<file path="src/verilog/vjc_pkg.sv">
// Shared widths, array field codes and the vertex byte swap function
`default_nettype none

package vjc_pkg;

	////////////////////////////////////////
	// Widths
	////////////////////////////////////////

	// One vertex value or vertex id
	localparam int VERTEX_BITS = 32;

	// Vertices carried by one cacheline
	localparam int LINE_VERTICES = 4;

	localparam int LINE_BITS = VERTEX_BITS * LINE_VERTICES;

	localparam int ADDR_BITS = 64;

	// Address step from one batch to the next
	localparam int LINE_BYTES = 16;

	////////////////////////////////////////
	// Array field codes
	////////////////////////////////////////

	typedef enum logic [1:0] {
		FIELD_IN_DEGREE  = 2'd0,
		FIELD_OUT_DEGREE = 2'd1,
		FIELD_EDGES_IDX  = 2'd2
	} field_t;

	////////////////////////////////////////
	// Byte order
	////////////////////////////////////////

	// Memory words arrive big-endian, reverse the four bytes
	function automatic logic [VERTEX_BITS-1:0] swap_bytes(
		input logic [VERTEX_BITS-1:0] value
	);
		return {value[7:0], value[15:8], value[23:16], value[31:24]};
	endfunction

endpackage

`default_nettype wire

</file>
<file path="src/verilog/vertex_assembler.sv">
// Vertex record assembly with numbering, byte swap and zero out-degree filter
`default_nettype none

module vertex_assembler (
	input  wire                               clock,
	input  wire                               rstn,
	input  wire  [vjc_pkg::VERTEX_BITS-1:0]   in_degree,
	input  wire  [vjc_pkg::VERTEX_BITS-1:0]   out_degree,
	input  wire  [vjc_pkg::VERTEX_BITS-1:0]   edges_idx,
	input  wire                               all_valid,
	output logic                              job_push,
	output logic [4*vjc_pkg::VERTEX_BITS-1:0] job_record,
	output logic [vjc_pkg::VERTEX_BITS-1:0]   filtered_count
);

	localparam int VB = vjc_pkg::VERTEX_BITS;

	logic          record_valid;
	logic [VB-1:0] next_id;
	logic [VB-1:0] record_id;
	logic [VB-1:0] record_in_degree;
	logic [VB-1:0] record_out_degree;
	logic [VB-1:0] record_edges_idx;
	logic          drop;

	////////////////////////////////////////
	// Record stage
	////////////////////////////////////////

	always_ff @(posedge clock) begin
		if (all_valid) begin
			record_id         <= next_id;
			record_in_degree  <= vjc_pkg::swap_bytes(in_degree);
			record_out_degree <= vjc_pkg::swap_bytes(out_degree);
			record_edges_idx  <= vjc_pkg::swap_bytes(edges_idx);
		end
	end

	// Ids count every vertex, filtered ones included
	always_ff @(posedge clock or negedge rstn) begin
		if (!rstn) begin
			record_valid <= 1'b0;
			next_id      <= '0;
		end else begin
			record_valid <= all_valid;
			if (all_valid) begin
				next_id <= next_id + 1'b1;
			end
		end
	end

	////////////////////////////////////////
	// Filter stage
	////////////////////////////////////////

	// No outgoing edges means nothing to schedule
	assign drop     = record_valid && (record_out_degree == '0);
	assign job_push = record_valid && (record_out_degree != '0);

	assign job_record = {record_id, record_in_degree, record_out_degree, record_edges_idx};

	always_ff @(posedge clock or negedge rstn) begin
		if (!rstn) begin
			filtered_count <= '0;
		end else if (drop) begin
			filtered_count <= filtered_count + 1'b1;
		end
	end

endmodule

`default_nettype wire

</file>
<file path="config.mk">
export PLATFORM = sky130hd
export DESIGN_NAME = vertex_assembler
export DESIGN_NICKNAME = d
export VERILOG_FILES = /design/src/verilog/vjc_pkg.sv /design/src/verilog/vertex_assembler.sv
export SDC_FILE = /design/constraint.sdc
export NUM_CORES = 1
export LEC_CHECK = 0
export BUFFER_PORTS_ARGS = -buffer_cell sky130_fd_sc_hd__buf_2
export CAP_MARGIN = 20
export CORE_MARGIN = 4
export CORE_UTILIZATION = 25
export CTS_BUF_LIST = sky130_fd_sc_hd__clkbuf_8
export DETAILED_ROUTE_END_ITERATION = 16
export GPL_TIMING_DRIVEN = 0
export HOLD_SLACK_MARGIN = 0.03
export MAX_ROUTING_LAYER = met4
export PLACE_DENSITY = 0.46
export SYNTH_ARGS = -nofsm -noshare
export SYNTH_HDL_FRONTEND = slang
export SYNTH_SLANG_ARGS = --single-unit
</file>
<file path="constraint.sdc">
create_clock -name clock -period 5 [get_ports clock]
set_input_delay 0 -clock clock [delete_from_list [all_inputs] [get_ports clock]]
set_output_delay 0 -clock clock [all_outputs]
set_load 0.005 [all_outputs]
</file>
==> results of run 1 <==
[placed cells by master, fill, tap and decap left out, types with 2 or more instances in the layout]
| master | Yosys | layout |
|---|---|---|
| xnor2_1 | 46 | 46 |
| xor2_1 | 16 | 16 |
| inv_6 | 0 | 4 |
| nor3_1 | 4 | 4 |
| edfxtp_1 | 128 | 128 |
| nand2_1 | 26 | 26 |
| and3_1 | 10 | 10 |
| inv_8 | 0 | 4 |
| clkinv_8 | 0 | 3 |
| nor2_2 | 2 | 2 |
| ha_1 | 2 | 2 |
| nor4_4 | 2 | 2 |
| clkbuf_8 | 0 | 17 |
| clkinv_4 | 0 | 2 |
| dlygate4sd3_1 | 0 | 98 |
| buf_6 | 1 | 2 |
| inv_1 | 2 | 2 |
| and2_1 | 3 | 3 |
| nor4_2 | 10 | 10 |
| nand3_1 | 21 | 21 |
| dfrtp_1 | 65 | 65 |
| nor2_1 | 9 | 9 |
| nand4_1 | 19 | 19 |
| nand4_2 | 2 | 2 |
| and4_1 | 6 | 6 |
| buf_2 | 0 | 257 |
| and4_4 | 2 | 2 |
[registers in the layout (all words and copies together), names as in the netlist]
register           cells
record_in_degree      32
record_out_degree     32
record_valid           1
record_id             32
record_edges_idx      32
filtered_count        32
next_id               32
[final timing paths]
path	from	endpoint	slack, ps
max reg2reg	record_out_degree[25]$_DFFE_PP_	filtered_count[21]$_DFFE_PN0P_	2690
max in group asynchronous	rstn	record_valid$_DFF_PN0_	4230
min reg2reg	filtered_count[31]$_DFFE_PN0P_	filtered_count[31]$_DFFE_PN0P_	480
max	all_valid	next_id[30]$_DFFE_PN0P_	2650
min in group clock	edges_idx[25]	record_edges_idx[1]$_DFFE_PP_	240
min	rstn	next_id[17]$_DFFE_PN0P_	190
[power by group]
part,leakage [nW],internal [mW],switching (mW)
logic,2.06,0.161,0.126
registers,2.17,1.83,0.0714
clock network,0.212,0.428,0.632
[per-layer routing]
| metal | vias up | track usage |
|---|---|---|
| met5 | - | - |
| met4 | 0 | 0.0360 |
| met3 | 17 | 0.0315 |
| met2 | 144 | 0.212 |
| met1 | 2335 | 0.147 |
| li1 | 2186 | - |
[cell families after synthesis]
logic type,after synthesis,share of synthesized area
buffers and inverters,4,0.00326
flip-flops,193,0.793
multiplexers,1,0.00163
AO/OA/AOI/OAI,1,0.00109
adder cells (fa/ha/maj),2,0.00363
AND/OR/NAND/NOR,122,0.119
XOR/XNOR,62,0.0787
[final cells by class]
cell class                      count  area [µm²]  area share
Sequential cell                   193        5470       0.544
Timing Repair Buffer              358        2310       0.230
Multi-Input combinational cell    188        1410       0.140
Tap cell                          341         427      0.0424
Clock buffer                       17         234      0.0233
Clock inverter                     15         181      0.0180
Buffer                              2        15.0     0.00149
Inverter                            2        7.51    0.000746
Antenna cell                        1        2.50    0.000249
[timing repair]
action	4_1_cts	5_1_grt
buffers inserted	0	0
hold buffers	98	0
resized for setup	0	0
hold endpoints to repair	206	0
[stage by stage]
step                 util  worst slack, ps  cells  total power [mW]
floorplan               -             3190    385              1.98
global placement    0.319              991    985              2.16
detailed placement  0.320             2580    986              2.17
CTS                 0.372             2540   1116              3.32
global route        0.372             2450   1117              3.42
finish              0.372             2650   1117              3.25
==> run summary, run 1 <==
outcome -> finished clean
ys async rst share -> 0.337
CTS tree -> done
CTS Buf Count -> 17
CP bufs+invs -> 3
HP Class -> in2async
crit path kind -> in2reg
CP Capture Type -> flip-flop
Area Growth Syn to Fin -> 45.8%
synthesis warning total -> 0
Top Ports -> 260
Yosys top cell area share -> 0.557
clk sink count -> 193
WL met1 -> 7670 µm
pin count of the biggest net entering global routing -> 90
CP Depth -> 8
Post-DP HPWL -> 13100 µm
metal3 WL -> 858 µm
Final period util -> 0.469
routed wire length -> 18400 µm
post-synthesis register bit count -> 193
top post-synthesis cells by area -> edfxtp_1 56%, dfrtp_1 24%, xnor2_1 5.8%, xor2_1 2.0%, nor4_2 1.8%
Seq/Total Area, Yosys -> 0.793
GRT Total Usage -> 0.125
Synth Instances -> 385
Slew @ Worst Pin -> 856 ps
CP peak stage delay -> 540 ps
final hold slack -> 192 ps
Mean Syn Cell Area -> 17.9 µm²
Final Hold Viols -> 0
skew final -> 15.9 ps
first-pass GRT wire length -> 28700 µm
Syn Std Cell Area -> 6900 µm²
highest routed layer -> met4
critical-path cell list -> dlygate4sd3_1 -> buf_6 -> buf_16 -> nand4_1 -> nand3b_4 -> nor4_2 -> nand3_1 -> xnor2_1
core area -> 27000 µm²
Final nets -> 863
DP Area -> 8660 µm²
CTS Root Cell -> clkbuf_8
chip height -> 174 µm
top_reg_cell synth -> edfxtp_1
Die ar. -> 30300 µm²
Worst path slowest cell -> dlygate4sd3_1
EDFF count, synth -> 128
initial antenna violation count -> 1
cells on worst reg2reg path -> 5
Leak -> 4.44 nW
via count -> 4682
Die W -> 174 µm
most frequent cell after synthesis -> edfxtp_1
Slew headroom -> 0.430
max cap viols -> 0
maximum clock rate -> 426 MHz
GR Overflow Total -> 0
Initial Util -> 0.255
Unique masters post-synth -> 29
Antenna Violating Nets Remaining -> 0
Via density -> 4.19
Skew-Pair Late Insertion Delay -> 440 ps
drt wl/cell -> 16.5 µm
syn_nets -> 486
Required @ worst endpoint -> 5340 ps
vias in the first global route -> 5125
crit-path leading delay family -> buffers and inverters
Peak VDD IR -> 0.181 mV
TritonRoute pass-1 iters -> 4
PwrDens -> 323 nW/µm²
drt initial violations -> 216
endpoints failing setup -> 0
Synth area leader -> edfxtp_1
htree depth -> 4
number of remaining DRC errors -> 0
CP arrival -> 2690 ps
CTS Buffer Depth -> 2
fillers -> 2597
share of layout cells above drive strength 1 -> 0.409
Final Cell Area -> 10100 µm²
Worst-path clk slew -> 110 ps
largest fanout on the critical path -> 89
RSZ-0062 raised after global routing -> no
I/O Buffers -> 259
GP Congestion -> 0.743
Row Count -> 60
Tmin final -> 2350 ps
setup TNS -> 0 ps
WL met2 -> 9620 µm
most frequent cells after synthesis -> 128 x edfxtp_1, 65 x dfrtp_1, 46 x xnor2_1
Worst setup SP type -> input port
Final Max Slew Viols -> 0
No activity file was read; power rests on OpenSTA's default activity.
==> run 2: changes to the inputs <==
--- a/config.mk
+++ b/config.mk
@@ -5,6 +5,7 @@
 export SDC_FILE = /design/constraint.sdc
 export NUM_CORES = 1
 export LEC_CHECK = 0
+export ABC_AREA = 1
 export BUFFER_PORTS_ARGS = -buffer_cell sky130_fd_sc_hd__buf_2
 export CAP_MARGIN = 20
 export CORE_MARGIN = 4
@@ -14,7 +15,7 @@
 export GPL_TIMING_DRIVEN = 0
 export HOLD_SLACK_MARGIN = 0.03
 export MAX_ROUTING_LAYER = met4
-export PLACE_DENSITY = 0.46
+export PLACE_DENSITY = 0.45
 export SYNTH_ARGS = -nofsm -noshare
 export SYNTH_HDL_FRONTEND = slang
 export SYNTH_SLANG_ARGS = --single-unit
==> constraint.sdc (replaced) <==
create_clock -name clock -period 2.5 [get_ports clock]
set_input_delay 0 -clock clock [delete_from_list [all_inputs] [get_ports clock]]
set_output_delay 0 -clock clock [all_outputs]
set_load 0.005 [all_outputs]
==> run summary, run 2 <==
most frequent cells after synthesis -> 262 x nand2_1, 128 x edfxtp_1, 88 x nor2_1 (was 128 x edfxtp_1, 65 x dfrtp_1, 46 x xnor2_1)
CP Capture Type -> flip-flop (unchanged)
Slew @ Worst Pin -> 720 ps (was 856 ps)
Final Max Slew Viols -> 0 (unchanged)
RSZ-0062 raised after global routing -> no (unchanged)
CTS Buffer Depth -> 2 (unchanged)
Worst-path clk slew -> 120 ps (was 110 ps)
Clock power frac -> 0.328 (was 0.326)
setup repair bufs after CTS -> 0 (unchanged)
cells on worst reg2reg path -> 10 (was 5)
Worst setup SP type -> flip-flop (was input port)
Via density -> 4.10 (was 4.19)
Row Count -> 64 (was 60)
GRT Total Usage -> 0.137 (was 0.125)
drt initial violations -> 336 (was 216)
Mean Syn Cell Area -> 11.2 µm² (was 17.9 µm²)
Unique masters post-synth -> 24 (was 29)
vias in the first global route -> 6112 (was 5125)
Die W -> 184 µm (was 174 µm)
CTS Root Cell -> clkbuf_8 (unchanged)
pin count of the biggest net entering global routing -> 94 (was 90)
Peak VDD IR -> 0.330 mV (was 0.181 mV)
GP Congestion -> 0.849 (was 0.743)
hold path depth -> 2
routed wire length -> 22500 µm (was 18400 µm)
GR Overflow Total -> 0 (unchanged)
Slew headroom -> 0.518 (was 0.430)
HP Class -> in2reg (was in2async)
outcome -> finished clean (unchanged)
number of remaining DRC errors -> 0 (unchanged)
Comb power frac -> 0.094 (was 0.088)
Final Hold Viols -> 0 (unchanged)
PwrDens -> 592 nW/µm² (was 323 nW/µm²)
pre-CTS setup slack -> 661 ps (was 2580 ps)
synthesis warning total -> 0 (unchanged)
Die ar. -> 34000 µm² (was 30300 µm²)
crit path kind -> reg2reg (was in2reg)
reg2reg start -> filtered_count[0]$_DFFE_PN0P_ (was record_out_degree[25]$_DFFE_PP_)
final hold slack -> 233 ps (was 192 ps)
part of the power in registers -> 0.578 (was 0.585)
syn_nets -> 792 (was 486)
drt wl/cell -> 15.2 µm (was 16.5 µm)
Power Total -> 6.54 mW (was 3.25 mW)
Required @ worst endpoint -> 2860 ps (was 5340 ps)
commonest non-fill, non-tap cell in the layout -> nand2_1 (was buf_2)
Placed Instances -> 1348 (was 986)
Synth Instances -> 691 (was 385)
Seq/Total Area, Yosys -> 0.704 (was 0.793)
initial antenna violation count -> 1 (unchanged)
Min-Delay Endpoint -> record_in_degree[24]$_DFFE_PP_
Final nets -> 1172 (was 863)
switching share of power -> 0.258 (was 0.255)
Final Cell Area -> 11100 µm² (was 10100 µm²)
endpoints failing setup -> 0 (unchanged)
min-delay src -> in_degree[0]
Post-Layout Cell Count -> 1481 (was 1117)
top post-synthesis cells by area -> edfxtp_1 49%, dfrtp_1 21%, nand2_1 13%, nor2_1 4.3%, xor2_1 2.6% (was edfxtp_1 56%, dfrtp_1 24%, xnor2_1 5.8%, xor2_1 2.0%, nor4_2 1.8%)
chip height -> 184 µm (was 174 µm)
most frequent cell after synthesis -> nand2_1 (was edfxtp_1)
EDFF count, synth -> 128 (unchanged)
Post-DP HPWL -> 16600 µm (was 13100 µm)
ys async rst share -> 0.337 (unchanged)
top_reg_cell synth -> edfxtp_1 (unchanged)
clk sink count -> 193 (unchanged)
PostCTS Resize Cnt -> 0 (unchanged)
TritonRoute pass-1 iters -> 5 (was 4)
via count -> 6074 (was 4682)
core area -> 30600 µm² (was 27000 µm²)
CP arrival -> 2220 ps (was 2690 ps)
Top Ports -> 260 (unchanged)
CTS Hold Buffers Added -> 100 (was 98)
max cap viols -> 0 (unchanged)
Skew-Pair Late Insertion Delay -> 470 ps (was 440 ps)
Yosys top cell area share -> 0.495 (was 0.557)
post-synthesis register bit count -> 193 (unchanged)
reg2reg setup slack -> 640 ps (was 2690 ps)
Synth area leader -> edfxtp_1 (unchanged)
Area Growth Syn to Fin -> 42.2% (was 45.8%)
CTS Buf Count -> 17 (unchanged)
share of layout cells above drive strength 1 -> 0.294 (was 0.409)
largest fanout on the critical path -> 8 (was 89)
DP Area -> 9630 µm² (was 8660 µm²)
skew final -> 18.4 ps (was 15.9 ps)
setup TNS -> 0 ps (unchanged)
worst r2r dst -> filtered_count[26]$_DFFE_PN0P_ (was filtered_count[21]$_DFFE_PN0P_)
I/O Buffers -> 259 (unchanged)
Tmin final -> 1860 ps
Syn Std Cell Area -> 7770 µm² (was 6900 µm²)
most frequent cells in the layout -> 262 x nand2_1, 258 x buf_2, 128 x edfxtp_1 (was 257 x buf_2, 128 x edfxtp_1, 98 x dlygate4sd3_1)
maximum clock rate -> 539 MHz
Pint -> 4.85 mW (was 2.42 mW)
Final period util -> 0.742
Psw -> 1.69 mW (was 829 µW)
setup ws final -> 644 ps (was 2650 ps)
Leak -> 4.95 nW (was 4.44 nW)
CTS tree -> done (unchanged)
Antenna Violating Nets Remaining -> 0 (unchanged)
htree depth -> 4 (unchanged)
Initial Util -> 0.254 (was 0.255)
first-pass GRT wire length -> 35100 µm (was 28700 µm)
final core occ -> 0.361 (was 0.372)
[run 2: changes by cell type after synthesis, moves of 10 or more]
cell      change
and3_1       -10
inv_1        +27
nand2_1     +236
nand3b_1     +19
nand4_1      -14
nor2_1       +79
nor2_2       +10
nor4_2       -10
xnor2_1      -30
[run 2: area by class of cell]
class	count	area, µm²
fill	3082	19500
sequential	193	5470
timing repair buffer	361	2360
multi-input combinational	460	2120
tap	396	495
clock buffer	17	234
clock inverter	15	188
inverter	30	113
buffer	8	72.6
antenna	1	2.50
[run 2: critical path: stages, from the launching register on]
cell and delay [ps]:
dfrtp_1 510, ha_1 340, nand2_1 100, nor2_2 140, nand2_1 190, nor2_2 200
nand2_1 70, nand2_1 60, nand2_1 50, nand2_1 50, nand2_1 50
[run 2: logic make-up after synthesis]
group,share of synthesized area
AND/OR/NAND/NOR,0.220
flip-flops,0.704
XOR/XNOR,0.0440
buffers and inverters,0.0238
AO/OA/AOI/OAI,0.00338
adder cells (fa/ha/maj),0.00322
multiplexers,0.00145
[run 2: how the worst max path moves through the flow]
stage,cells after the start,end,startpoint,slack [ps]
3_3_place_gp,8,next_id[21]$_DFFE_PN0P_,all_valid,-1230
6_report,10,filtered_count[26]$_DFFE_PN0P_,filtered_count[0]$_DFFE_PN0P_,640
4_1_cts,10,filtered_count[26]$_DFFE_PN0P_,filtered_count[0]$_DFFE_PN0P_,640
5_1_grt,10,filtered_count[26]$_DFFE_PN0P_,filtered_count[0]$_DFFE_PN0P_,470
2_1_floorplan,10,filtered_count[26]$_DFFE_PN0P_,filtered_count[0]$_DFFE_PN0P_,970
3_5_place_dp,10,filtered_count[26]$_DFFE_PN0P_,filtered_count[0]$_DFFE_PN0P_,660
[run 2: power by group through the flow]
stage,clock network [mW],registers [mW],logic [mW]
final,2.14,3.78,0.615
after global routing,2.40,3.81,0.680
after CTS,2.26,3.79,0.631
after detailed placement,0,3.85,0.500
after global placement,0,3.86,0.483
after floorplan,0,3.86,0.117
[run 2: routing by layer]
layer | vias to the layer above | wire length (µm) | global-route usage
li1 | 3026 | - | -
met1 | 2859 | 10200 | 0.176
met2 | 164 | 10800 | 0.223
met3 | 25 | 1170 | 0.0255
met4 | 0 | 395 | 0.0405
met5 | - | 0 | -
==> run 3: changes to the inputs <==
--- a/config.mk
+++ b/config.mk
@@ -15,7 +15,7 @@
 export GPL_TIMING_DRIVEN = 0
 export HOLD_SLACK_MARGIN = 0.03
 export MAX_ROUTING_LAYER = met4
-export PLACE_DENSITY = 0.45
+export PLACE_DENSITY = 0.47
 export SYNTH_ARGS = -nofsm -noshare
 export SYNTH_HDL_FRONTEND = slang
 export SYNTH_SLANG_ARGS = --single-unit
==> constraint.sdc (replaced) <==
create_clock -name clock -period 1.5 [get_ports clock]
set_input_delay 0 -clock clock [delete_from_list [all_inputs] [get_ports clock]]
set_output_delay 0 -clock clock [all_outputs]
set_load 0.005 [all_outputs]
==> run summary, run 3 (synthesized netlist as in run 2, its figures left out) <==
via count -> 6242 (was 6074)
CP Capture Type -> flip-flop (unchanged)
GRT Total Usage -> 0.138 (was 0.137)
Via density -> 4.16 (was 4.10)
RSZ-0062 raised after global routing -> yes (was no)
crit path kind -> reg2reg (unchanged)
final hold slack -> -37.8 ps (was 233 ps)
cells on worst reg2reg path -> 10 (unchanged)
Slew headroom -> 0.524 (was 0.518)
Peak VDD IR -> 0.428 mV (was 0.330 mV)
skew final -> 25.8 ps (was 18.4 ps)
vias in the first global route -> 6146 (was 6112)
commonest non-fill, non-tap cell in the layout -> buf_2 (was nand2_1)
Setup crit end -> filtered_count[24]$_DFFE_PN0P_ (was filtered_count[26]$_DFFE_PN0P_)
Die ar. -> 34000 µm² (unchanged)
Post-DP HPWL -> 16500 µm (was 16600 µm)
min-delay src -> all_valid (was in_degree[0])
CTS Buf Count -> 17 (unchanged)
Psw -> 2.85 mW (was 1.69 mW)
Final Hold Viols -> 41 (was 0)
Slew @ Worst Pin -> 712 ps (was 720 ps)
GR Overflow Total -> 0 (unchanged)
first-pass GRT wire length -> 35200 µm (was 35100 µm)
Die W -> 184 µm (unchanged)
reg2reg setup slack -> -160 ps (was 640 ps)
Final nets -> 1193 (was 1172)
Skew-Pair Late Insertion Delay -> 480 ps (was 470 ps)
Clock power frac -> 0.311 (was 0.328)
endpoints failing setup -> 33 (was 0)
Row Count -> 64 (unchanged)
Worst-path clk slew -> 120 ps (about the same)
Area Growth Syn to Fin -> 46.6% (was 42.2%)
drt wl/cell -> 15.5 µm (was 15.2 µm)
routed wire length -> 23400 µm (was 22500 µm)
worst r2r dst -> filtered_count[24]$_DFFE_PN0P_ (was filtered_count[26]$_DFFE_PN0P_)
number of remaining DRC errors -> 0 (unchanged)
htree depth -> 4 (unchanged)
Final period util -> 1.10 (was 0.742)
largest fanout on the critical path -> 11 (was 8)
setup TNS -> -4150 ps (was 0 ps)
final core occ -> 0.373 (was 0.361)
CP arrival -> 2010 ps (was 2220 ps)
max cap viols -> 0 (unchanged)
PwrDens -> 948 nW/µm² (was 592 nW/µm²)
maximum clock rate -> 604 MHz (was 539 MHz)
part of the power in registers -> 0.584 (was 0.578)
CTS Hold Buffers Added -> 98 (was 100)
fillers -> 3074 (was 3082)
core area -> 30600 µm² (unchanged)
CTS tree -> done (unchanged)
clk sink count -> 193 (unchanged)
TritonRoute pass-1 iters -> 5 (unchanged)
outcome -> finished with violations (was finished clean)
most frequent cells in the layout -> 257 x buf_2, 250 x nand2_1, 128 x edfxtp_1 (was 262 x nand2_1, 258 x buf_2, 128 x edfxtp_1)
Worst setup SP type -> flip-flop (unchanged)
GP Congestion -> 0.859 (was 0.849)
I/O Buffers -> 259 (unchanged)
Antenna Violating Nets Remaining -> 0 (unchanged)
CTS Buffer Depth -> 2 (unchanged)
Final Max Slew Viols -> 0 (unchanged)
Comb power frac -> 0.105 (was 0.094)
Tmin final -> 1660 ps (was 1860 ps)
CTS Root Cell -> clkbuf_8 (unchanged)
drt initial violations -> 400 (was 336)
failing checks -> hold timing, setup timing
pin count of the biggest net entering global routing -> 86 (was 94)
Critical path origin -> record_out_degree[0]$_DFFE_PP_ (was filtered_count[0]$_DFFE_PN0P_)
Pint -> 7.95 mW (was 4.85 mW)
share of layout cells above drive strength 1 -> 0.337 (was 0.294)
switching share of power -> 0.264 (was 0.258)
Required @ worst endpoint -> 1850 ps (was 2860 ps)
HP Class -> in2reg (unchanged)
reg2reg start -> record_out_degree[0]$_DFFE_PP_ (was filtered_count[0]$_DFFE_PN0P_)
chip height -> 184 µm (unchanged)
Initial Util -> 0.254 (unchanged)
setup ws final -> -156 ps (was 644 ps)
multi-input logic area -> 2260 µm² (was 2120 µm²)
Leak -> 5.11 nW (was 4.95 nW)
Register Area -> 5470 µm² (about the same)
Top Ports -> 260 (unchanged)
initial antenna violation count -> 1 (unchanged)
[run 3: cell type report]
type	count	area share
antenna	1	0.000220
timing repair buffer	382	0.227
multi-input combinational	460	0.198
tap	396	0.0435
inverter	30	0.00988
clock inverter	15	0.0133
sequential	193	0.480
buffer	8	0.00791
clock buffer	17	0.0205
[run 3: metrics by stage]
| step | instances | total power [mW] | hold slack (ps) | cell area [µm²] | setup WS (ps) |
|---|---|---|---|---|---|
| after floorplan | 691 | 6.63 | -296 | 7770 | 2.66 |
| after global placement | 1346 | 7.23 | 177 | 9570 | -2160 |
| after detailed placement | 1348 | 7.26 | -114 | 9630 | -293 |
| after CTS | 1489 | 10.9 | -69.1 | 11100 | -194 |
| after global routing | 1502 | 11.4 | -82.8 | 11400 | -286 |
| final | 1502 | 10.8 | -37.8 | 11400 | -156 |
[run 3: what timing repair did]
action | CTS | global route
pin swaps | 12 | 4
gates resized for setup | 23 | 28
endpoints found under the setup margin | 38 | 47
cloned | 1 | 3
buffers inserted | 10 | 9
hold endpoints to repair | 205 | 44
[run 3: per-layer routing]
layer  global-route usage  routed length [µm]  vias to the layer above
li1                     -                   -                     3067
met1                0.171               10200                     2956
met2                0.226               11300                      189
met3               0.0312                1360                       30
met4               0.0432                 471                        0
met5                    -                   0                        -
[run 3: worst min path at each step]
stage / endpoint / slack [ps] / depth (start not counted)
final: record_in_degree[23]$_DFFE_PP_ / -40 / 1
after global routing: record_edges_idx[9]$_DFFE_PP_ / -80 / 1
after global placement: record_edges_idx[30]$_DFFE_PP_ / 180 / 1
after floorplan: filtered_count[0]$_DFFE_PN0P_ / -300 / 0
after CTS: record_id[1]$_DFFE_PP_ / -70 / 1
after detailed placement: filtered_count[17]$_DFFE_PN0P_ / -110 / 1
[run 3: critical path: stages (launching register included)]
cell       delay, ps
edfxtp_1         430
nor2_2           140
nand2_1           60
nor2_1           110
nand2_1          120
nor2_2           140
buf_4            140
nand2_8          100
clkbuf_16        180
nand2_1           50
nand2_1           50
[run 3: power by group through the flow]
stage / registers, mW / clock network [mW] / logic (mW)
2_1_floorplan: 6.43 / 0 / 0.195
3_3_place_gp: 6.43 / 0 / 0.803
3_5_place_dp: 6.42 / 0 / 0.840
4_1_cts: 6.30 / 3.53 / 1.09
5_1_grt: 6.35 / 3.79 / 1.26
6_report: 6.30 / 3.36 / 1.13
